$ cat src/logic/tlk_tx_pkg.sv
`default_nettype none

package tlk_tx_pkg;

    ////////////////////////////////////////////////////////////
    // widths with a meaning
    ////////////////////////////////////////////////////////////

    typedef logic [63:0] dma_word_t;
    typedef logic [15:0] line_word_t;
    typedef logic [15:0] byte_len_t;
    typedef logic [23:0] frame_cnt_t;
    typedef logic [19:0] gap_cnt_t;

    ////////////////////////////////////////////////////////////
    // line symbols
    ////////////////////////////////////////////////////////////

    // D5.6 on the msb byte, K28.5 on the lsb byte
    localparam line_word_t COMMA_WORD     = 16'hC5BC;
    // K28.2 / K27.7
    localparam line_word_t SOF_WORD       = 16'h5CFB;
    // K29.7 / K30.7
    localparam line_word_t EOF_WORD       = 16'hFDFE;
    localparam line_word_t HEAD0_WORD     = 16'hEB90;
    localparam line_word_t HEAD1_WORD     = 16'hE116;
    localparam line_word_t SIGN_WORD      = 16'h8100;
    localparam line_word_t SIGN_LAST_WORD = 16'h8101;

    typedef enum logic [3:0] {
        sym_idle, sym_sof, sym_head0, sym_head1, sym_sign, sym_sign_last,
        sym_number, sym_length, sym_data, sym_checksum, sym_eof
    } sym_kind_e;

    typedef enum logic [3:0] {
        st_pwr_sync, st_idle, st_sync, st_start_frame, st_frame_head,
        st_file_sign, st_frame_num, st_vld_dlen, st_vld_data,
        st_frame_tail, st_end_frame, st_gap, st_interrupt
    } tx_state_e;

    // payload only matters for number, length and data
    typedef struct packed {
        sym_kind_e  kind;
        line_word_t payload;
    } tx_sym_t;

endpackage

`default_nettype wire

$ cat src/logic/tlk_lane_unpacker.sv
`timescale 1ns/1ps
`default_nettype none

module tlk_lane_unpacker (
    input  logic                   clk,
    input  logic                   i_soft_reset,
    input  tlk_tx_pkg::dma_word_t  i_head,
    input  logic                   i_not_empty,
    input  logic                   i_lane_next,
    input  logic                   i_frame_end,
    output tlk_tx_pkg::line_word_t o_lane,
    output logic                   o_lane_valid,
    output logic                   o_pop
);

    logic [1:0] lane_idx;
    logic       last_lane;
    logic       partial;

    // lane 0 sits in bits 15:0
    assign o_lane       = i_head[{lane_idx, 4'b0000} +: 16];
    assign o_lane_valid = i_not_empty;

    assign last_lane = i_lane_next & (lane_idx == 2'd3);
    // frame ended part way through a word, the rest is dropped
    assign partial   = i_frame_end & (lane_idx != 2'd0);

    assign o_pop = i_not_empty & (last_lane | partial);

    always_ff @(posedge clk) begin
        if (i_soft_reset) begin
            lane_idx <= 2'd0;
        end else if (i_frame_end) begin
            lane_idx <= 2'd0;
        end else if (i_lane_next) begin
            // wraps 3 -> 0 together with the pop
            lane_idx <= lane_idx + 2'd1;
        end
    end

endmodule

`default_nettype wire

$ cat config.mk
export PLATFORM = sky130hd
export DESIGN_NAME = tlk_lane_unpacker
export DESIGN_NICKNAME = d
export VERILOG_FILES = /design/src/logic/tlk_tx_pkg.sv /design/src/logic/tlk_lane_unpacker.sv
export SDC_FILE = /design/constraint.sdc
export NUM_CORES = 1
export LEC_CHECK = 0
export BUFFER_PORTS_ARGS = -buffer_cell sky130_fd_sc_hd__buf_2
export CAP_MARGIN = 20
export CORE_AREA = 2 2 45 57
export CTS_CLUSTER_SIZE = 40
export DETAILED_ROUTE_END_ITERATION = 6
export DIE_AREA = 0 0 47 59
export PLACE_DENSITY_LB_ADDON = 0.1
export SLEW_MARGIN = 15
export SYNTH_ARGS = -nofsm -noshare
export SYNTH_HDL_FRONTEND = slang
export SYNTH_SLANG_ARGS = --single-unit
$ cat constraint.sdc
create_clock -name clk -period 1.45 [get_ports clk]
set_clock_uncertainty 0.15 [all_clocks]
set_input_delay 0.29 -clock clk [delete_from_list [all_inputs] [get_ports clk]]
set_output_delay 0.29 -clock clk [all_outputs]
set_load 0.02 [all_outputs]
==> reports/metrics.csv <==
stage;metric;value;unit
flow_run;max-cap check violation count;0;
die;core area;0.00219;mm^2
critical_path;CP Launch Type;flip-flop;
clocking;Clock Tree Buf Depth;2;
clocking;Clock Tree Root;clkbuf_4;
die;Die X;47;um
finish;area grow syn2layout;116;%
critical_path;Worst Path Buf+Inv;2;
timing;final worst slack;-393;ps
die;die height;59;um
route;# DRC;0;
timing;Worst-Margin Slew;191;ps
clocking;CTS Buf Count;3;
critical_path;WS Path Type;flip-flop to output port;
global_routing;largest net degree at the start of global routing;9;
pwr;VDD IR max;0.256;mV
global_routing;vias in the first global route;826;
timing;RSZ-0062 raised after global routing;true;
critical_path;crit-path cells;buf_12, mux4_2, buf_6;
timing;period utilization;1.27;
timing;final setup violation count;17;
timing;fin crit period;1840;ps
logic_synthesis;register area share after synthesis;0.0717;
global_routing;initial antenna violation count;0;
finish;final instance area;0.00120;mm^2
critical_path;critical path required time;1010;ps
status;status;finished with violations;
route;drt total wl;2.48;mm
place;routability cong.;0.816;
finish;max reg flops;2;
place;post-placement cell area;0.00106;mm^2
critical_path;Setup crit end kind;output port;
clocking;# hold bufs at CTS;0;
timing;Max Slew Vio Count;0;
pwr;Power Dens Cells;460;mW/mm^2
route;routed vias;761;
timing;worst hold slack;77.2;ps
logic_synthesis;Seq cells post-synth;2;
clocking;Clk Latency, worst-skew pair;230;ps
place;HPWL after DPL;2.06;mm
die;# rows;19;
status;failing checks;setup timing;
timing;sum of negative setup slack;-6410;ps
timing;Rel. slew slack;0.872;
finish;Final nets;198;
route;DR vias/cell;4.88;
clocking;clock transition at the registers of the reported paths;30;ps
place;Port Buffers;86;
timing;Fin. Hold Viols;0;
logic_synthesis;Avg Inst Size Synth;16.4;um^2
min_path;Hold Path Class;primary input to flip-flop;
die;Ports;87;
finish;biggest regs;lane_idx (2);
logic_synthesis;Synth Warn #;0;
logic_synthesis;unique cell type count in the Yosys netlist;15;
clocking;CTS sink cnt;2;
critical_path;Largest stage delay, worst path;510;ps
finish;Biggest register;lane_idx;
route;antenna-violating nets left;0;
logic_synthesis;Post-Syn Area;558;um^2
critical_path;Top Family by Delay on Critical Path;multiplexers;
logic_synthesis;synthesized instance count;34;
timing;Max Fclk;0.543;GHz
clocking;H-tree levels;1;
place;Setup WS pre-CTS;-203;ps
finish;layout cell share with drive strength beyond 1;0.960;
route;First-pass DRT Iterations;4;
critical_path;arrival time of the worst setup path;1400;ps
clocking;CTS tree;yes;
global_routing;global-route wire length before repair;3.83;mm
die;Initial Util;0.255;
global_routing;GR Util All Layers;0.203;
critical_path;Worst path slowest cell;mux4_2;
route;routed len/inst;15.9;um
global_routing;grt total ovfl;0;
finish;diode count;0;
critical_path;largest fanout on the critical path;8;
logic_synthesis;Syn Nets;105;
pwr;leakage dissipation;0.577;nW
route;Detailed Route Iter0 Violations;26;
die;die footprint;0.00277;mm^2
## layer usage
layer	vias up	track usage	wire length, um
li1	331	-	-
met1	344	0.216	797
met5	-	0	0
met3	4	0.0488	305
met4	0	0.107	58
met2	82	0.354	1320
## synthesized netlist by cell type
library cell	instances	area share
dfxtp_1	2	0.072
inv_1	2	0.013
mux4_2	8	0.32
buf_2	2	0.018
buf_6	1	0.020
mux2i_1	1	0.018
buf_4	1	0.013
xnor2_1	1	0.016
nand2b_1	1	0.011
nor3_1	2	0.018
mux4_1	8	0.38
ha_1	2	0.045
buf_12	1	0.036
a21boi_0	1	0.013
nand2_1	1	0.0067
## layout by cell type, fill, tap and decap left out
cell	instances
nand2b_4	1
dfxtp_2	1
xnor2_1	1
nand2_2	1
buf_12	1
inv_2	1
ha_4	2
buf_6	20
clkbuf_4	3
a21boi_4	1
dfxtp_4	1
mux4_2	16
buf_2	69
inv_1	1
nor3_1	2
buf_4	3
mux2i_1	1
## power breakdown
| part | internal [mW] | switching [mW] |
|---|---|---|
| registers | 0.0568 | 0.00354 |
| clock network | 0.0923 | 0.0427 |
| logic | 0.219 | 0.140 |
| total | 0.368 | 0.186 |
## kinds of logic (layout without fill, tap and decap cells)
logic type / after synthesis / count (layout) / share of synthesized area
compound gates: 1 / 1 / 0.0135
xor+xnor: 1 / 1 / 0.0157
fa+ha+maj: 2 / 2 / 0.0448
mux: 17 / 17 / 0.717
simple gates: 4 / 4 / 0.0359
flops: 2 / 2 / 0.0718
buf+inv: 7 / 98 / 0.101
## worst paths after layout
kind | from | to | slack (ps) | cells after the start
max | lane_idx[0]$_SDFFE_PP0P_ | o_lane[11] | -390 | 3
min | i_soft_reset | lane_idx[1]$_SDFFE_PP0P_ | 80 | 2
max reg2reg | lane_idx[0]$_SDFFE_PP0P_ | lane_idx[0]$_SDFFE_PP0P_ | 200 | 5
min reg2reg | lane_idx[1]$_SDFFE_PP0P_ | lane_idx[1]$_SDFFE_PP0P_ | 420 | 2
## what timing repair did
item                       CTS  global route
gates resized for setup     53             0
setup buffers                1             0
pin swaps                    3             0
setup endpoints to repair   17            17
gates cloned                 0             0
## cell type report
type	instances	area [um^2]
fillers	215	982
inverters	2	7.51
clock buffers	3	22.5
multi-input cells	25	478
well taps	31	38.8
repair buffers	93	613
flip-flops and latches	2	45.0
## metrics by stage
step | utilization | cells | power, mW
2_1_floorplan | - | 34 | 0.216
3_3_place_gp | 0.483 | 152 | 0.347
3_5_place_dp | 0.483 | 152 | 0.351
4_1_cts | 0.551 | 156 | 0.561
5_1_grt | 0.551 | 156 | 0.586
6_report | 0.551 | 156 | 0.554
No activity file was read; power rests on OpenSTA's default activity.
