`config.mk`:
```
export PLATFORM = sky130hd
export DESIGN_NAME = tlk_tx_framer
export DESIGN_NICKNAME = d
export VERILOG_FILES = /design/src/logic/tlk_tx_pkg.sv /design/src/logic/tlk_tx_framer.sv
export SDC_FILE = /design/constraint.sdc
export NUM_CORES = 1
export LEC_CHECK = 0
export BUFFER_PORTS_ARGS = -buffer_cell sky130_fd_sc_hd__buf_4
export CAP_MARGIN = 10
export CORE_MARGIN = 1.5
export CORE_UTILIZATION = 50
export DETAILED_ROUTE_END_ITERATION = 6
export GPL_ROUTABILITY_DRIVEN = 0
export GPL_TIMING_DRIVEN = 0
export PLACE_DENSITY = 0.74
export SKIP_LAST_GASP = 1
export SYNTH_ARGS = -nofsm -noshare
export SYNTH_HDL_FRONTEND = slang
export SYNTH_SLANG_ARGS = --single-unit
```
`constraint.sdc`:
```
create_clock -name clk -period 3.55 [get_ports clk]
set_clock_uncertainty 0.05 [all_clocks]
set_input_delay 0.71 -clock clk [delete_from_list [all_inputs] [get_ports clk]]
set_output_delay 0.71 -clock clk [all_outputs]
set_load 0.02 [all_outputs]
```
`src/logic/tlk_tx_pkg.sv`:
```
`default_nettype none

package tlk_tx_pkg;

    ////////////////////////////////////////////////////////////
    // widths with a meaning
    ////////////////////////////////////////////////////////////

    typedef logic [63:0] dma_word_t;
    typedef logic [15:0] line_word_t;
    typedef logic [15:0] byte_len_t;
    typedef logic [23:0] frame_cnt_t;
    typedef logic [19:0] gap_cnt_t;

    ////////////////////////////////////////////////////////////
    // line symbols
    ////////////////////////////////////////////////////////////

    // D5.6 on the msb byte, K28.5 on the lsb byte
    localparam line_word_t COMMA_WORD     = 16'hC5BC;
    // K28.2 / K27.7
    localparam line_word_t SOF_WORD       = 16'h5CFB;
    // K29.7 / K30.7
    localparam line_word_t EOF_WORD       = 16'hFDFE;
    localparam line_word_t HEAD0_WORD     = 16'hEB90;
    localparam line_word_t HEAD1_WORD     = 16'hE116;
    localparam line_word_t SIGN_WORD      = 16'h8100;
    localparam line_word_t SIGN_LAST_WORD = 16'h8101;

    typedef enum logic [3:0] {
        sym_idle, sym_sof, sym_head0, sym_head1, sym_sign, sym_sign_last,
        sym_number, sym_length, sym_data, sym_checksum, sym_eof
    } sym_kind_e;

    typedef enum logic [3:0] {
        st_pwr_sync, st_idle, st_sync, st_start_frame, st_frame_head,
        st_file_sign, st_frame_num, st_vld_dlen, st_vld_data,
        st_frame_tail, st_end_frame, st_gap, st_interrupt
    } tx_state_e;

    // payload only matters for number, length and data
    typedef struct packed {
        sym_kind_e  kind;
        line_word_t payload;
    } tx_sym_t;

endpackage

`default_nettype wire

```
`src/logic/tlk_tx_framer.sv`:
```
`timescale 1ns/1ps
`default_nettype none

module tlk_tx_framer #(
    parameter int PWR_SYNC_CYCLES = 100,
    parameter int SYNC_CYCLES     = 6,
    parameter int GAP_CYCLES      = 257
) (
    input  logic                   clk,
    input  logic                   i_soft_reset,
    input  logic                   i_tx_start,
    input  tlk_tx_pkg::byte_len_t  i_tx_packet_body,
    input  tlk_tx_pkg::byte_len_t  i_tx_packet_tail,
    input  tlk_tx_pkg::frame_cnt_t i_tx_body_num,
    input  tlk_tx_pkg::line_word_t i_tx_intr_width,
    input  tlk_tx_pkg::line_word_t i_lane,
    input  logic                   i_lane_valid,
    output logic                   o_lane_next,
    output logic                   o_frame_end,
    output tlk_tx_pkg::tx_sym_t    o_sym,
    output logic                   o_tx_interrupt
);

    localparam tlk_tx_pkg::gap_cnt_t PWR_LAST  = tlk_tx_pkg::gap_cnt_t'(PWR_SYNC_CYCLES - 1);
    localparam tlk_tx_pkg::gap_cnt_t SYNC_LAST = tlk_tx_pkg::gap_cnt_t'(SYNC_CYCLES - 1);
    localparam tlk_tx_pkg::gap_cnt_t GAP_LAST  = tlk_tx_pkg::gap_cnt_t'(GAP_CYCLES - 1);

    tlk_tx_pkg::tx_state_e  state;
    tlk_tx_pkg::gap_cnt_t   period_cnt;
    tlk_tx_pkg::byte_len_t  frame_len;
    tlk_tx_pkg::byte_len_t  data_words;
    tlk_tx_pkg::byte_len_t  word_cnt;
    tlk_tx_pkg::frame_cnt_t frame_cnt;
    tlk_tx_pkg::line_word_t intr_cnt;
    logic                   start_r;
    logic                   start_pulse;
    logic                   start_armed;
    logic                   head_sel;
    logic                   last_frame;

    // two bytes per data word, odd lengths round up
    assign data_words = {1'b0, frame_len[15:1]} + {15'd0, frame_len[0]};

    assign o_lane_next = i_lane_valid &
                         (state == tlk_tx_pkg::st_vld_data || state == tlk_tx_pkg::st_interrupt);
    assign o_frame_end    = (state == tlk_tx_pkg::st_end_frame);
    assign o_tx_interrupt = (state == tlk_tx_pkg::st_interrupt);

    ////////////////////////////////////////////////////////////
    // start edge and start flag
    ////////////////////////////////////////////////////////////

    always_ff @(posedge clk) begin
        if (i_soft_reset) begin
            start_r     <= 1'b0;
            start_pulse <= 1'b0;
            start_armed <= 1'b0;
        end else begin
            start_r     <= i_tx_start;
            start_pulse <= i_tx_start & ~start_r;
            if (start_pulse) begin
                start_armed <= 1'b1;
            end else if (state == tlk_tx_pkg::st_end_frame) begin
                start_armed <= 1'b0;
            end
        end
    end

    ////////////////////////////////////////////////////////////
    // frame sequencing
    ////////////////////////////////////////////////////////////

    always_ff @(posedge clk) begin
        if (i_soft_reset) begin
            state      <= tlk_tx_pkg::st_pwr_sync;
            period_cnt <= '0;
            head_sel   <= 1'b0;
            word_cnt   <= '0;
            frame_cnt  <= '0;
            frame_len  <= '0;
            last_frame <= 1'b0;
            intr_cnt   <= '0;
            o_sym      <= '{kind: tlk_tx_pkg::sym_idle, payload: '0};
        end else begin
            period_cnt    <= '0;
            o_sym.kind    <= tlk_tx_pkg::sym_idle;
            o_sym.payload <= '0;
            case (state)
                tlk_tx_pkg::st_pwr_sync: begin
                    period_cnt <= period_cnt + 1'b1;
                    if (period_cnt == PWR_LAST) state <= tlk_tx_pkg::st_idle;
                end
                tlk_tx_pkg::st_idle: begin
                    intr_cnt <= '0;
                    if (start_armed && i_lane_valid) state <= tlk_tx_pkg::st_sync;
                end
                tlk_tx_pkg::st_sync: begin
                    period_cnt <= period_cnt + 1'b1;
                    if (period_cnt == SYNC_LAST) state <= tlk_tx_pkg::st_start_frame;
                end
                tlk_tx_pkg::st_start_frame: begin
                    o_sym.kind <= tlk_tx_pkg::sym_sof;
                    last_frame <= (frame_cnt == i_tx_body_num);
                    frame_len  <= (frame_cnt == i_tx_body_num) ? i_tx_packet_tail
                                                               : i_tx_packet_body;
                    head_sel   <= 1'b0;
                    state      <= tlk_tx_pkg::st_frame_head;
                end
                tlk_tx_pkg::st_frame_head: begin
                    o_sym.kind <= head_sel ? tlk_tx_pkg::sym_head1 : tlk_tx_pkg::sym_head0;
                    head_sel   <= ~head_sel;
                    if (head_sel) state <= tlk_tx_pkg::st_file_sign;
                end
                tlk_tx_pkg::st_file_sign: begin
                    o_sym.kind <= last_frame ? tlk_tx_pkg::sym_sign_last : tlk_tx_pkg::sym_sign;
                    state      <= tlk_tx_pkg::st_frame_num;
                end
                tlk_tx_pkg::st_frame_num: begin
                    o_sym.kind    <= tlk_tx_pkg::sym_number;
                    o_sym.payload <= frame_cnt[15:0];
                    state         <= tlk_tx_pkg::st_vld_dlen;
                end
                tlk_tx_pkg::st_vld_dlen: begin
                    o_sym.kind    <= tlk_tx_pkg::sym_length;
                    o_sym.payload <= frame_len;
                    word_cnt      <= '0;
                    // an empty frame goes straight to its checksum
                    state <= (data_words == '0) ? tlk_tx_pkg::st_frame_tail
                                                : tlk_tx_pkg::st_vld_data;
                end
                tlk_tx_pkg::st_vld_data: begin
                    if (i_lane_valid) begin
                        o_sym.kind    <= tlk_tx_pkg::sym_data;
                        o_sym.payload <= i_lane;
                        word_cnt      <= word_cnt + 1'b1;
                        if (word_cnt == data_words - 1'b1) state <= tlk_tx_pkg::st_frame_tail;
                    end
                end
                tlk_tx_pkg::st_frame_tail: begin
                    o_sym.kind <= tlk_tx_pkg::sym_checksum;
                    state      <= tlk_tx_pkg::st_end_frame;
                end
                tlk_tx_pkg::st_end_frame: begin
                    o_sym.kind <= tlk_tx_pkg::sym_eof;
                    frame_cnt  <= last_frame ? '0 : frame_cnt + 1'b1;
                    state      <= tlk_tx_pkg::st_gap;
                end
                tlk_tx_pkg::st_gap: begin
                    period_cnt <= period_cnt + 1'b1;
                    if (period_cnt == GAP_LAST) begin
                        state <= last_frame ? tlk_tx_pkg::st_interrupt
                                            : tlk_tx_pkg::st_start_frame;
                    end
                end
                tlk_tx_pkg::st_interrupt: begin
                    // whole periods only, leave once the FIFO has drained
                    if (intr_cnt == i_tx_intr_width - 1'b1) begin
                        intr_cnt <= '0;
                        if (!i_lane_valid) state <= tlk_tx_pkg::st_idle;
                    end else begin
                        intr_cnt <= intr_cnt + 1'b1;
                    end
                end
                default: state <= tlk_tx_pkg::st_idle;
            endcase
        end
    end

endmodule

`default_nettype wire

```
==> summary.txt <==
Placement
  – DP Area: 8610 um^2
  – Pre-CTS setup slack: -0.377 ns
  – Dpl cells: 1229
  – DPL Wire Length: 15100 um
  – Number of port buffers: 114

Timing
  – WHS: 0.351 ns
  – Final period util: 0.965
  – F_max: 292 MHz
  – TNS Setup: 0 ns
  – Worst slew pin tran: 0.894 ns
  – Slew headroom: 0.399
  – Max Slew Vio Count: 0
  – Crit path time final: 3.43 ns
  – Worst Setup Slack, final: 0.124 ns
  – Final setup vio count: 0
  – Unrepaired setup endpoints after global routing: no
  – Endpoints failing hold: 0

Logic synthesis
  – Sequential share of the synthesized area: 0.322
  – Yosys cell types: 67
  – Gate Count Post-Synth: 931
  – Syn nets: 1038
  – Syn avg cell area: 8.08 um^2
  – Synth Cell Area: 7520 um^2
  – Synthesis Warnings: 0
  – Yosys reg bits: 121
  – Ys async rst share: 0
  – EDFF count, synth: 0
  – Ys flop type: dfxtp_1

Cells and area
  – Ant. Diodes: 0
  – Most common cell after layout, fill and taps aside: nor2_1
  – Most frequent cells in the layout: 143 x nor2_1, 118 x dfxtp_1, 116 x buf_4, 68 x xor2_1, 57 x xnor2_1
  – P&R area growth vs syn: 24.5%
  – Final Cell Area: 9370 um^2
  – Final Net Count: 1172
  – Share of cells above drive strength 1: 0.181
  – Fin cells: 1261

Die
  – # IOs: 115
  – Vert. Die Dim: 126 um
  – Die ar.: 15800 um^2
  – FP Rows: 44
  – Die width: 126 um
  – Initial Util: 0.516
  – Core area: 14600 um^2

Hold path
  – Hold Path Class: register to register

Setup path
  – Critical path peak fanout: 5
  – Worst setup SP type: register
  – CP arrival: 3.75 ns
  – Crit Path Class: register to register
  – CP required: 3.87 ns
  – Crit end category: register

Drt
  – Detailed Route Iter0 Violations: 454
  – DR WL/cell: 16.4 um
  – DRC: 0
  – Vias/cell: 5.83
  – Total wire length: 20700 um
  – Final ANT Viol Nets: 0
  – First-pass DRT Iterations: 7
  – Via Count: 7351

GRT
  – Grt ovf: 0
  – Number of global-route vias before repair: 6852
  – Tot GR Track Use: 0.261
  – Pin count of the biggest net entering global routing: 17
  – Initial antenna violation count: 0
  – First-pass GRT wire length: 33400 um

Clock network
  – Worst skew pair latency: 0.43 ns
  – Cts bufs inserted: 17
  – CTS clock-pin slew for the worst setup and hold paths: 0.06 ns
  – H-tree levels: 4
  – CTS tree: done
  – CTS Buffer Depth: 2
  – CTS sink cnt: 121
  – Clock root cell: clkbuf_16

Job
  – Maxcap violations: 0

Pwr
  – Pwr per Cell Area: 365 nW/um^2
  – Pleak: 0.00352 uW
  – Peak supply drop: 0.354 mV

Outcome
  – Status: finished clean
state kept, by name (all words and copies together), names as in the netlist:
register     cells
frame_cnt       24
frame_len       16
head_sel         1
word_cnt        16
last_frame       1
intr_cnt        16
start_pulse      1
start_r          1
o_sym           20
start_armed      1
period_cnt      20
state            4
stage by stage:
stage | util | total power, uW
global placement | 0.590 | 1580
floorplan | - | 1470
finish | 0.642 | 3420
detailed placement | 0.590 | 1580
global route | 0.642 | 3510
CTS | 0.637 | 3430
area by class of cell:
class | instances | area [um^2]
clock inverters | 11 | 170
well taps | 184 | 230
clock buffers | 20 | 457
inverters | 20 | 75.1
fillers | 1257 | 5220
plain buffers | 57 | 231
repair buffers | 116 | 871
multi-input cells | 732 | 4910
flip-flops and latches | 121 | 2430
layer usage:
metal / GRT usage / wire length (um) / share of wire / vias to the layer above
met5: 0 / 0 / 0 / -
met4: 0.0862 / 386 / 0.019 / 0
li1: - / - / - / 3615
met2: 0.431 / 9810 / 0.47 / 239
met3: 0.0556 / 1300 / 0.063 / 41
met1: 0.341 / 9230 / 0.45 / 3456
report_power, final:
part           internal, uW  switching [uW]
logic                  99.2            85.5
registers              1360            4.06
clock network          1210             660
synth_stat cells, types with 8 or more instances:
library cell  number  area, um^2
nor2_1           143         537
nor2b_1            8        50.1
nand2_1           54         203
a31oi_1            8        50.1
xnor2_1           58         508
nand3_1           43         215
a211oi_1          26         195
inv_1             20        75.1
and2_1            11        68.8
mux2i_1           22         220
o21ai_0           29         145
nor3_1            22         110
ha_1              15         188
buf_2             11        55.1
nor3b_1           11        82.6
dfxtp_1          121        2420
nand4_1           20         125
a222oi_1          16         160
clkbuf_1          39         146
nor4_1            17         106
and3_1            27         169
or3_1              8        50.1
xor2_1            68         596
a21oi_1           29         145
cell families after synthesis:
family,Yosys count,share of synthesized area
buffers and inverters,78,0.0411
DFF,121,0.322
adders and majority gates,15,0.0249
xor gates and xnor gates,128,0.153
muxes,25,0.0348
and+or+nand+nor,399,0.268
AOI/OAI and AO/OA,165,0.157
path summary, 6_finish.rpt:
check | start | to | slack (ns) | cells past startpoint
min reg2reg | start_r$_SDFF_PP0_ | start_pulse$_SDFF_PP0_ | 0.35 | 1
max | frame_len[1]$_SDFFE_PP0P_ | state[0]$_SDFFE_PP0P_ | 0.12 | 14
max reg2reg | frame_len[1]$_SDFFE_PP0P_ | state[0]$_SDFFE_PP0P_ | 0.12 | 14
min | start_r$_SDFF_PP0_ | start_pulse$_SDFF_PP0_ | 0.35 | 1
worst max-delay path, stage by stage, from the launching register on:
cell and delay, ns:
dfxtp_2 0.35, ha_4 0.19, ha_4 0.27, inv_2 0.05, ha_4 0.18, or2_2 0.30
a31oi_4 0.19, xnor2_1 0.10, nor4_2 0.32, o311ai_1 0.15, nor4b_1 0.28, nand4bb_1 0.27
buf_4 0.23, a311oi_2 0.26, o21ba_2 0.17
what timing repair did:
action	4_1_cts	5_1_grt
pin swaps	6	7
endpoints found under the setup margin	3	15
buffers inserted	1	1
resized for setup	11	15
hold buffers	0	0
No activity file was read; power rests on OpenSTA's default activity.
