===== src/logic/tlk_tx_pkg.sv =====
`default_nettype none

package tlk_tx_pkg;

    ////////////////////////////////////////////////////////////
    // widths with a meaning
    ////////////////////////////////////////////////////////////

    typedef logic [63:0] dma_word_t;
    typedef logic [15:0] line_word_t;
    typedef logic [15:0] byte_len_t;
    typedef logic [23:0] frame_cnt_t;
    typedef logic [19:0] gap_cnt_t;

    ////////////////////////////////////////////////////////////
    // line symbols
    ////////////////////////////////////////////////////////////

    // D5.6 on the msb byte, K28.5 on the lsb byte
    localparam line_word_t COMMA_WORD     = 16'hC5BC;
    // K28.2 / K27.7
    localparam line_word_t SOF_WORD       = 16'h5CFB;
    // K29.7 / K30.7
    localparam line_word_t EOF_WORD       = 16'hFDFE;
    localparam line_word_t HEAD0_WORD     = 16'hEB90;
    localparam line_word_t HEAD1_WORD     = 16'hE116;
    localparam line_word_t SIGN_WORD      = 16'h8100;
    localparam line_word_t SIGN_LAST_WORD = 16'h8101;

    typedef enum logic [3:0] {
        sym_idle, sym_sof, sym_head0, sym_head1, sym_sign, sym_sign_last,
        sym_number, sym_length, sym_data, sym_checksum, sym_eof
    } sym_kind_e;

    typedef enum logic [3:0] {
        st_pwr_sync, st_idle, st_sync, st_start_frame, st_frame_head,
        st_file_sign, st_frame_num, st_vld_dlen, st_vld_data,
        st_frame_tail, st_end_frame, st_gap, st_interrupt
    } tx_state_e;

    // payload only matters for number, length and data
    typedef struct packed {
        sym_kind_e  kind;
        line_word_t payload;
    } tx_sym_t;

endpackage

`default_nettype wire


===== src/logic/tlk_symbol_encoder.sv =====
`timescale 1ns/1ps
`default_nettype none

module tlk_symbol_encoder (
    input  logic                   clk,
    input  logic                   i_soft_reset,
    input  tlk_tx_pkg::tx_sym_t    i_sym,
    output tlk_tx_pkg::line_word_t o_txd,
    output logic                   o_tkmsb,
    output logic                   o_tklsb,
    output logic                   o_enable,
    output logic                   o_lckrefn
);

    tlk_tx_pkg::line_word_t checksum;
    tlk_tx_pkg::line_word_t next_word;
    logic                   next_kmsb;
    logic                   next_klsb;

    // number, length and data carry their payload through
    always_comb begin
        next_word = i_sym.payload;
        next_kmsb = 1'b0;
        next_klsb = 1'b0;
        case (i_sym.kind)
            tlk_tx_pkg::sym_idle: begin
                next_word = tlk_tx_pkg::COMMA_WORD;
                next_klsb = 1'b1;
            end
            tlk_tx_pkg::sym_sof: begin
                next_word = tlk_tx_pkg::SOF_WORD;
                next_kmsb = 1'b1;
                next_klsb = 1'b1;
            end
            tlk_tx_pkg::sym_eof: begin
                next_word = tlk_tx_pkg::EOF_WORD;
                next_kmsb = 1'b1;
                next_klsb = 1'b1;
            end
            tlk_tx_pkg::sym_head0:     next_word = tlk_tx_pkg::HEAD0_WORD;
            tlk_tx_pkg::sym_head1:     next_word = tlk_tx_pkg::HEAD1_WORD;
            tlk_tx_pkg::sym_sign:      next_word = tlk_tx_pkg::SIGN_WORD;
            tlk_tx_pkg::sym_sign_last: next_word = tlk_tx_pkg::SIGN_LAST_WORD;
            tlk_tx_pkg::sym_checksum:  next_word = checksum;
            default: ;
        endcase
    end

    // 16-bit wrapping sum over number, length and data
    always_ff @(posedge clk) begin
        if (i_soft_reset || i_sym.kind == tlk_tx_pkg::sym_sof) begin
            checksum <= '0;
        end else if (i_sym.kind == tlk_tx_pkg::sym_number ||
                     i_sym.kind == tlk_tx_pkg::sym_length ||
                     i_sym.kind == tlk_tx_pkg::sym_data) begin
            checksum <= checksum + i_sym.payload;
        end
    end

    ////////////////////////////////////////////////////////////
    // chip pins
    ////////////////////////////////////////////////////////////

    always_ff @(posedge clk) begin
        if (i_soft_reset) begin
            o_txd     <= tlk_tx_pkg::COMMA_WORD;
            o_tkmsb   <= 1'b0;
            o_tklsb   <= 1'b1;
            o_enable  <= 1'b0;
            o_lckrefn <= 1'b0;
        end else begin
            o_txd     <= next_word;
            o_tkmsb   <= next_kmsb;
            o_tklsb   <= next_klsb;
            o_enable  <= 1'b1;
            o_lckrefn <= 1'b1;
        end
    end

endmodule

`default_nettype wire


===== config.mk =====
export PLATFORM = sky130hd
export DESIGN_NAME = tlk_symbol_encoder
export DESIGN_NICKNAME = d
export VERILOG_FILES = /design/src/logic/tlk_tx_pkg.sv /design/src/logic/tlk_symbol_encoder.sv
export SDC_FILE = /design/constraint.sdc
export NUM_CORES = 1
export LEC_CHECK = 0
export ABC_AREA = 1
export BUFFER_PORTS_ARGS = -buffer_cell sky130_fd_sc_hd__buf_2
export CAP_MARGIN = 10
export CELL_PAD_IN_SITES_DETAIL_PLACEMENT = 0
export CELL_PAD_IN_SITES_GLOBAL_PLACEMENT = 2
export CORE_AREA = 10 10 91 109
export CTS_BUF_LIST = sky130_fd_sc_hd__clkbuf_8
export CTS_CLUSTER_SIZE = 8
export DETAILED_ROUTE_END_ITERATION = 10
export DIE_AREA = 0 0 101 119
export GPL_ROUTABILITY_DRIVEN = 0
export PLACE_DENSITY_LB_ADDON = 0.1
export SYNTH_ARGS = -nofsm -noshare
export SYNTH_HDL_FRONTEND = slang
export SYNTH_SLANG_ARGS = --single-unit

===== constraint.sdc =====
create_clock -name clk -period 2.45 [get_ports clk]
set_clock_uncertainty 0.05 [all_clocks]
set_input_delay 0.49 -clock clk [delete_from_list [all_inputs] [get_ports clk]]
set_output_delay 0.49 -clock clk [all_outputs]
set_load 0.1 [all_outputs]

==> results of run 1 <==
## cell type report
cell class                 instances  area (sq um)
timing repair buffer              44           240
sequential                        35           701
inverter                          71           272
clock buffer                       5          68.8
clock inverter                     3          43.8
tap                               95           119
multi-input combinational        260          1350
fill                             894          5080
## metal layers
layer	global-route usage [%]	up-vias
li1	-	1252
met1	16.3	1012
met2	20.6	49
met3	2.02	9
met4	4.54	0
met5	0	-
## worst max-delay path, stage by stage (launching register included)
cell	delay, ps
dfxtp_1	340
ha_1	210
fa_1	410
nand2_1	90
nand2_1	70
nand3b_1	100
nand2_1	100
nand2_1	90
nand2_1	50
nand2_1	60
nand3_1	60
nand2_1	60
inv_1	30
## sequential cells by signal (all words and copies together), names as in the netlist
| signal | cells |
|---|---|
| checksum | 16 |
| o_txd | 16 |
| o_lckrefn | 1 |
| o_tklsb | 1 |
| o_tkmsb | 1 |
## where the power goes
part | internal, uW | total (uW) | switching, uW
logic | 152 | 599 | 448
registers | 613 | 636 | 22.7
clock network | 303 | 538 | 234
total | 1070 | 1770 | 704
## final timing paths
kind	start	to	cells after the start
min reg2reg	checksum[8]	o_txd[8]	2
min	i_sym[5]	o_txd[5]	3
max	checksum[0]	checksum[14]	12
max reg2reg	checksum[0]	checksum[14]	12
## cells in the final DEF, fill, tap and decap left out
cell type,Yosys,routed
clkbuf_8,0,5
nor2_1,17,17
xor2_1,2,2
o21ai_0,17,17
nor2_2,3,3
and2_1,2,2
inv_4,2,2
nand3_2,2,2
dfxtp_1,35,35
buf_2,4,41
nand2_2,5,5
buf_4,2,2
ha_1,15,15
nand2_1,118,118
nor2_4,4,4
clkinv_4,0,1
nand4_1,1,1
nand3b_1,2,2
a22o_1,1,1
o211ai_1,3,3
fa_1,1,1
clkinv_2,0,1
nand3_1,31,31
or2_2,1,1
o21bai_1,2,2
inv_1,67,67
a21oi_2,1,1
clkinv_1,1,1
bufinv_16,0,1
nor3_1,3,3
xnor2_1,3,3
a21oi_1,26,26
inv_2,1,1
buf_12,0,1
## per-stage QoR
step / hold WS, ps / utilization (%) / instances / instance area (sq um) / setup slack (ps)
after floorplan: 407 / - / 374 / 2380 / 554
after CTS: 353 / 35.5 / 513 / 2800 / 594
final: 360 / 35.5 / 513 / 2800 / 618
after global routing: 362 / 35.5 / 513 / 2800 / 424
after global placement: 434 / 34.1 / 505 / 2690 / 336
after detailed placement: 433 / 34.1 / 505 / 2690 / 327
## logic make-up (layout without fill, tap and decap cells)
family / Yosys count / after routing / share of synthesized area, %
xor+xnor: 5 / 5 / 1.84
simple gates: 189 / 189 / 35.0
buf+inv: 79 / 123 / 13.7
fa+ha+maj: 16 / 16 / 8.73
flops: 35 / 35 / 29.4
compound gates: 50 / 50 / 11.4
==> results.py, run 1 <==
metrics = {
    "route": {
        "dr_wl_met3_microns": 341,
        "avgRoutedWirePerCell_microns": 14.3,
        "detail_route.vias_per_cell": 4.53,
        "via_count": 2322,
        "drt-total-wl_microns": 7360,
        "drtAntennaViolNets": 0,
        "dr_wl_met2_microns": 3420,
        "highest-signal-layer": "met4",
        "detail_route.wirelength.met1_microns": 3440,
        "drt_iter0_drc": 92,
        "drc_errors": 0,
        "drt_first_pass_iters": 4,
    },
    "logic_synthesis": {
        "synthesis.nets": 412,
        "ys_seq_elements": 35,
        "synthArstFlopShare_pct": 0,
        "cell_taking_the_most_area_after_synthesis": "dfxtp_1",
        "syn-mean-instance-area_sq_um": 6.36,
        "synth_edf_count": 0,
        "synth_ff_type": "dfxtp_1",
        "share_of_the_synthesized_area_in_the_top_cell_type_pct": 29.4,
        "leading_post_synthesis_cells_by_cell_area": "dfxtp_1 (29%), nand2_1 (19%), inv_1 (11%)",
        "share_of_synthesized_area_occupied_by_flip_flops_and_latches_pct": 29.4,
        "synth.most_common_cell": "nand2_1",
        "synth_common_cells": "nand2_1 (118), inv_1 (67), dfxtp_1 (35)",
        "synth_warnings": 0,
        "synth_cell_type_count": 31,
        "combined_area_of_all_synthesized_cells_sq_um": 2380,
        "synthesis.instances": 374,
    },
    "floorplan": {
        "dieArea_sq_um": 12000,
        "io_pins": 42,
        "core-area_sq_um": 7880,
        "start_util_pct": 30.2,
        "placementRows": 36,
        "horizontal_die_dimension_microns": 101,
        "floorplan_die_height_microns": 119,
    },
    "timing": {
        "maximum_clock_frequency_mhz": 546,
        "max_slew_margin_pct": 62.6,
        "fin_tns_setup_ps": 0,
        "final_hold_viol_count": 0,
        "min_period_over_period_pct": 74.8,
        "report.final.slew_viol_count": 0,
        "grt_setup_unrepaired": "no",
        "tightest_slew_ps": 555,
        "post_layout_minimum_cycle_time_ps": 1830,
        "report.final.setup_viol": 0,
    },
    "cts": {
        "cts-hold-fix-buffers": 0,
        "clock_tree.buffer_depth": 2,
        "cts_bufs_inserted": 5,
        "tritoncts_clock_tree": "yes",
        "tritoncts_num_sinks": 35,
        "clock_tree.root_cell": "clkbuf_8",
        "latest_clock_arrival_within_the_worst_skew_pair_ps": 290,
        "htree_num_levels": 2,
        "cts.clk_slew.worst_paths_ps": 80,
        "postCtsSetupRepairBufs": 0,
        "postCtsResizedCells": 0,
    },
    "pwr": {
        "peakVddDrop_v": 0.000302,
        "power.density_nw_per_um2": 634,
        "power_leakage_uw": 0.00162,
        "power_uw": 1770,
    },
    "placed_design": {
        "io_buffers": 41,
        "post-dp-hpwl_microns": 5880,
    },
    "hold_path": {
        "hold_path.class": "input port to register",
    },
    "setup_path": {
        "setup.worst_path.class": "register to register",
        "reg2reg_slack_ps": 620,
        "worst_ep_required_time_ps": 2580,
        "startpoint_type": "register",
        "crit_fanout": 3,
        "setup.worst_path.end_class": "register",
        "cp.arrival_ps": 1970,
    },
    "global_route": {
        "overflow": 0,
        "global_route.usage.total_pct": 12.6,
        "grt_first_pass_wirelength_microns": 12300,
        "grt_antenna_before_repair": 0,
        "grt_max_degree": 19,
        "vias_in_the_first_global_route": 2361,
    },
    "cells_and_area": {
        "fraction_of_layout_instances_using_a_drive_strength_above_1_pct": 17.0,
        "antenna_cells_inserted": 0,
        "area.growth.synth_to_final_pct": 17.6,
        "final_net_count": 455,
    },
    "outcome": {
        "run_status": "complete, no violations",
    },
    "flow_run": {
        "max_cap_viol_count": 0,
    },
}
No activity file was read; power rests on OpenSTA's default activity.
==> inputs of run 2 (changes only) <==
Settings changed: CORE_AREA 10 10 91 109 to 10 10 96 114, DIE_AREA 0 0 101 119 to 0 0 106 124.
Clock period 2.45 ns to 1.5 ns, I/O delays scaled along.
==> run 2 against run 1 <==
The run now ends with setup timing left. Register-to-register slack got worse by 810 ps. Fmax is 8.3% higher. Wire length up 10%. Clock power is 68% higher. Power grew 83%. Combinational power rose by 120%. Final cell count grew 16%. Die area up 9.4%. Non-clock buffer count rose by 61. Largest cell class unchanged.
==> results.py, run 2 (same netlist as run 1, synthesis figures left out) <==
metrics = {
    "floorplan": {
        "placementRows": 37,
        "start_util_pct": 27.6,
        "core-area_sq_um": 8610,
        "dieArea_sq_um": 13100,
        "io_pins": 42,
        "floorplan_die_height_microns": 124,
        "horizontal_die_dimension_microns": 106,
    },
    "cts": {
        "cts-hold-fix-buffers": 0,
        "clock_tree.root_cell": "clkbuf_8",
        "htree_num_levels": 2,
        "tritoncts_clock_tree": "yes",
        "clock_tree.buffer_depth": 2,
        "cts.clk_slew.worst_paths_ps": 90,
        "latest_clock_arrival_within_the_worst_skew_pair_ps": 300,
        "tritoncts_num_sinks": 35,
        "cts_bufs_inserted": 5,
    },
    "timing": {
        "fin_tns_setup_ps": -964,
        "tightest_slew_ps": 486,
        "post_layout_minimum_cycle_time_ps": 1690,
        "maximum_clock_frequency_mhz": 591,
        "report.final.slew_viol_count": 0,
        "min_period_over_period_pct": 113,
        "timing.final.ws_setup_ps": -193,
        "grt_setup_unrepaired": "yes",
        "final_hold_viol_count": 0,
        "max_slew_margin_pct": 67.3,
        "report.final.setup_viol": 8,
    },
    "placed_design": {
        "placement.setup.worst_slack_ps": -323,
        "dp_cells": 583,
        "post-dp-hpwl_microns": 6240,
        "placedInstanceArea_sq_um": 3160,
        "io_buffers": 41,
    },
    "setup_path": {
        "crit_fanout": 3,
        "cp.arrival_ps": 1860,
        "worst_ep_required_time_ps": 1660,
        "setup.worst_path.end_class": "register",
        "startpoint_type": "register",
        "setup.worst_path.class": "register to register",
        "setup.worst_path.start": "checksum[0]",
        "reg2reg_slack_ps": -190,
        "crit-reg2reg-launch": "checksum[0]",
    },
    "cells_and_area": {
        "layout_commonest_cell": "nand2_1",
        "final_net_count": 516,
        "postLayoutCellArea_sq_um": 3610,
        "biggestRegsByFlops": "checksum (16), o_txd (16)",
        "seq_area_sq_um": 714,
        "layout_common_cells": "nand2_1 (99), inv_1 (64), buf_4 (63)",
        "area.growth.synth_to_final_pct": 51.7,
        "finalNonFillerCells": 596,
        "fraction_of_layout_instances_using_a_drive_strength_above_1_pct": 39.7,
        "antenna_cells_inserted": 0,
        "filler_cell_count": 955,
        "multiInputGateArea_sq_um": 1670,
    },
    "pwr": {
        "power_leakage_uw": 0.00193,
        "pwr-share-comb_pct": 39.7,
        "switching_share_pct": 39.4,
        "cell_internal_power_dissipation_uw": 1960,
        "power_uw": 3240,
        "p_seq_share_pct": 32.3,
        "net-switching-power_uw": 1270,
        "clock_power_share_pct": 28.0,
        "peakVddDrop_v": 0.000352,
        "power.density_nw_per_um2": 896,
    },
    "route": {
        "drt-total-wl_microns": 8110,
        "detail_route.vias_per_cell": 4.33,
        "drt_first_pass_iters": 4,
        "drc_errors": 0,
        "via_count": 2583,
        "drtAntennaViolNets": 0,
        "avgRoutedWirePerCell_microns": 13.6,
        "drt_iter0_drc": 121,
    },
    "global_route": {
        "grt_first_pass_wirelength_microns": 13500,
        "vias_in_the_first_global_route": 2651,
        "overflow": 0,
        "grt_antenna_before_repair": 0,
        "global_route.usage.total_pct": 12.9,
        "grt_max_degree": 30,
    },
    "flow_run": {
        "max_cap_viol_count": 0,
    },
    "outcome": {
        "violated_checks": "setup timing",
        "run_status": "finished with violations",
    },
    "hold_path": {
        "hold_path.class": "input port to register",
        "worstHoldStart": "i_sym[3]",
    },
}
run 2: cell count changes in the layout (fill, tap and decap cells not counted), sizes merged:
cell / delta
buf: +61
run 2: layout make-up:
class                   instances  area share [%]
flip-flops and latches         35            19.8
inverters                      71            7.59
multi-input cells             260            46.1
well taps                     117            4.05
repair buffers                105            19.3
clock inverters                 3            1.21
clock buffers                   5            1.91
run 2: critical path: stages (launching register included):
cell,delay (ps)
dfxtp_2,340
ha_4,160
fa_2,330
nand2_1,80
nand2_1,70
nand3b_1,120
nand2_2,90
nand2_2,80
nand2_1,50
nand2_1,60
nand3_2,70
nand2_2,80
inv_2,20
run 2: repair_timing:
| action | 4_1_cts | 5_1_grt |
|---|---|---|
| buffers inserted | 1 | 4 |
| gates resized for setup | 33 | 27 |
| setup endpoints to repair | 12 | 12 |
| pin swaps | 12 | 13 |
run 2: metrics by stage:
stage / util, % / hold WS, ps
after floorplan: - / 353
after global placement: 36.7 / 463
after detailed placement: 36.7 / 470
after CTS: 39.8 / 142
after global routing: 41.9 / 170
final: 41.9 / 153
run 2: per-layer routing:
| layer | global-route usage (%) | vias up | wire length [microns] |
|---|---|---|---|
| met3 | 2.38 | 5 | 280 |
| met2 | 21.9 | 42 | 3800 |
| met5 | 0 | - | 0 |
| met1 | 16.3 | 1166 | 3930 |
| li1 | - | 1370 | - |
| met4 | 4.07 | 0 | 111 |
run 2: path summary, 6_finish.rpt:
path	to	cells after the start
max reg2reg	checksum[10]	12
min reg2reg	o_txd[15]	2
max	checksum[10]	12
min	o_txd[3]	3
run 2: power by group through the flow:
stage	clock, uW	sequential, uW	combinational [uW]
5_1_grt	962	1050	1410
3_5_place_dp	0	1050	1160
3_3_place_gp	0	1050	1160
6_report	906	1040	1290
2_1_floorplan	0	1360	462
4_1_cts	947	1040	1220
==> inputs of run 3 (changes only) <==
Settings changed: BUFFER_PORTS_ARGS -buffer_cell sky130_fd_sc_hd__buf_2 to unset, CORE_AREA 10 10 96 114 to 10 10 90 108, DIE_AREA 0 0 106 124 to 0 0 100 118, DONT_BUFFER_PORTS set to 1, SLEW_MARGIN set to 20.
==> run 3 against run 2 <==
Worst hold slack got worse by 130 ps. Wire length decreased by 3.8%. Fmax decreased by 2.1%. Sequential power about the same. Via count decreased by 6.0%. The run still ends with setup timing left. First-iteration DRC count decreased by 28%. Sequential share of layout area increased by 0.97 points. Largest cell class unchanged.
==> results.py, run 3 (same netlist as run 1, synthesis figures left out) <==
metrics = {
    "setup_path": {
        "startpoint_type": "register",
        "reg2reg_slack_ps": -230,
        "setup.worst_path.class": "register to register",
        "setup.worst_path.end_class": "register",
        "worst_ep_required_time_ps": 1640,
        "worst_r2r_endpoint": "checksum[8]",
        "crit-reg2reg-launch": "checksum[0]",
        "cp.arrival_ps": 1870,
        "r2r_cells": 11,
        "crit_fanout": 3,
    },
    "timing": {
        "max_slew_margin_pct": 54.6,
        "post_layout_minimum_cycle_time_ps": 1730,
        "timing.final.ws_setup_ps": -229,
        "final_hold_viol_count": 0,
        "grt_setup_unrepaired": "yes",
        "report.final.slew_viol_count": 0,
        "report.final.setup_viol": 9,
        "tightest_slew_ps": 673,
        "min_period_over_period_pct": 115,
        "maximum_clock_frequency_mhz": 578,
        "fin_tns_setup_ps": -1130,
    },
    "route": {
        "drc_errors": 0,
        "avgRoutedWirePerCell_microns": 14.6,
        "via_count": 2428,
        "detail_route.vias_per_cell": 4.53,
        "drt_first_pass_iters": 4,
        "drtAntennaViolNets": 0,
        "drt_iter0_drc": 87,
        "drt-total-wl_microns": 7810,
    },
    "global_route": {
        "grt_first_pass_wirelength_microns": 12700,
        "met3_usage_grt_pct": 2.64,
        "grt_max_degree": 21,
        "grt.met1_usage_pct": 16.8,
        "vias_in_the_first_global_route": 2411,
        "grt_antenna_before_repair": 0,
        "met2_usage_pct": 22.4,
        "gr-max-usage-layer": "met2",
        "overflow": 0,
        "global_route.usage.total_pct": 13.4,
    },
    "pwr": {
        "switching_share_pct": 39.3,
        "power_leakage_uw": 0.00183,
        "clock_power_share_pct": 23.8,
        "net-switching-power_uw": 1180,
        "pwr-share-comb_pct": 41.3,
        "power.density_nw_per_um2": 874,
        "peakVddDrop_v": 0.000443,
        "cell_internal_power_dissipation_uw": 1820,
        "p_seq_share_pct": 34.9,
        "power_uw": 3000,
    },
    "placed_design": {
        "dp_cells": 526,
        "placedInstanceArea_sq_um": 3000,
        "post-dp-hpwl_microns": 6120,
        "io_buffers": 0,
    },
    "cts": {
        "cts_bufs_inserted": 5,
        "htree_num_levels": 2,
        "clock_tree.buffer_depth": 2,
        "latest_clock_arrival_within_the_worst_skew_pair_ps": 280,
        "tritoncts_clock_tree": "yes",
        "clock_tree.root_cell": "clkbuf_8",
        "cts-hold-fix-buffers": 0,
        "cts.clk_slew.worst_paths_ps": 80,
        "tritoncts_num_sinks": 35,
    },
    "cells_and_area": {
        "fraction_of_layout_instances_using_a_drive_strength_above_1_pct": 36.7,
        "layout_commonest_cell": "nand2_1",
        "finalNonFillerCells": 536,
        "layout_common_cells": "nand2_1 (92), buf_4 (67), inv_1 (65)",
        "area.growth.synth_to_final_pct": 44.4,
        "antenna_cells_inserted": 0,
        "biggestRegsByFlops": "checksum (16), o_txd (16)",
        "final_net_count": 482,
        "postLayoutCellArea_sq_um": 3440,
    },
    "floorplan": {
        "floorplan_die_height_microns": 118,
        "dieArea_sq_um": 11800,
        "horizontal_die_dimension_microns": 100,
        "core-area_sq_um": 7580,
        "placementRows": 35,
        "start_util_pct": 31.4,
        "io_pins": 42,
    },
    "hold_path": {
        "hold_end": "o_txd[13]",
        "hold_path.class": "input port to register",
        "hold_depth": 1,
        "worstHoldStart": "i_soft_reset",
    },
    "outcome": {
        "violated_checks": "setup timing",
        "run_status": "finished with violations",
    },
    "flow_run": {
        "max_cap_viol_count": 0,
    },
}
run 3: cell types whose count changed in the layout (fill, tap and decap cells not counted), moves of 2 or more:
cell     delta
nand2_1     -7
nand3_2     +4
nand2_2     +2
dfxtp_2     +2
buf_2      -41
nand3_1     -3
buf_6       +2
nand2_4     +5
buf_4       +4
ha_4        -2
run 3: layout make-up:
class	count	area [sq um]
clock buffers	6	82.6
clock inverters	1	5.00
fillers	813	4140
inverters	71	274
multi-input cells	260	1680
flip-flops and latches	35	713
well taps	92	115
repair buffers	71	566
run 3: layer usage:
layer  routed length, microns  vias to the layer above
met5                        0                        -
met4                       92                        0
met3                      323                        5
met2                     3710                       46
met1                     3690                     1077
li1                         -                     1300
run 3: metrics by stage:
stage	hold slack, ps	setup WS [ps]	utilization [%]
after global routing	9.68	-360	45.4
final	23.1	-229	45.4
after floorplan	353	-82.1	-
after CTS	17.4	-237	43.9
after global placement	324	-240	39.6
after detailed placement	324	-244	39.6
run 3: timing repair:
action                                  in CTS  in global routing
setup buffers                                1                  2
pin swaps                                   14                 13
gates resized for setup                     44                 28
endpoints found under the setup margin      12                 12
run 3: worst max path at each step:
| stage | end | depth (start not counted) | from | slack [ps] |
|---|---|---|---|---|
| after floorplan | checksum[8] | 11 | checksum[0] | -80 |
| final | checksum[8] | 11 | checksum[0] | -230 |
| after CTS | checksum[8] | 11 | checksum[0] | -240 |
| after global placement | checksum[8] | 11 | checksum[0] | -240 |
| after global routing | checksum[8] | 11 | checksum[0] | -360 |
| after detailed placement | checksum[14] | 12 | checksum[0] | -240 |
run 3: worst max-delay path, stage by stage (launching register included):
cell     delay, ps
dfxtp_2        340
ha_4           150
fa_2           350
nand2_2         80
nand2_2         60
and2_4         160
nand2_1         50
nand2_1         60
xnor2_1        170
nand2_1         80
nand2_1         50
inv_1           30
run 3: power groups by stage:
stage / registers (uW) / logic [uW] / clock network, uW
after floorplan: 1360 / 462 / 0
after global placement: 1050 / 1110 / 0
after detailed placement: 1060 / 1110 / 0
after CTS: 1050 / 1200 / 754
after global routing: 1050 / 1350 / 793
final: 1050 / 1240 / 715
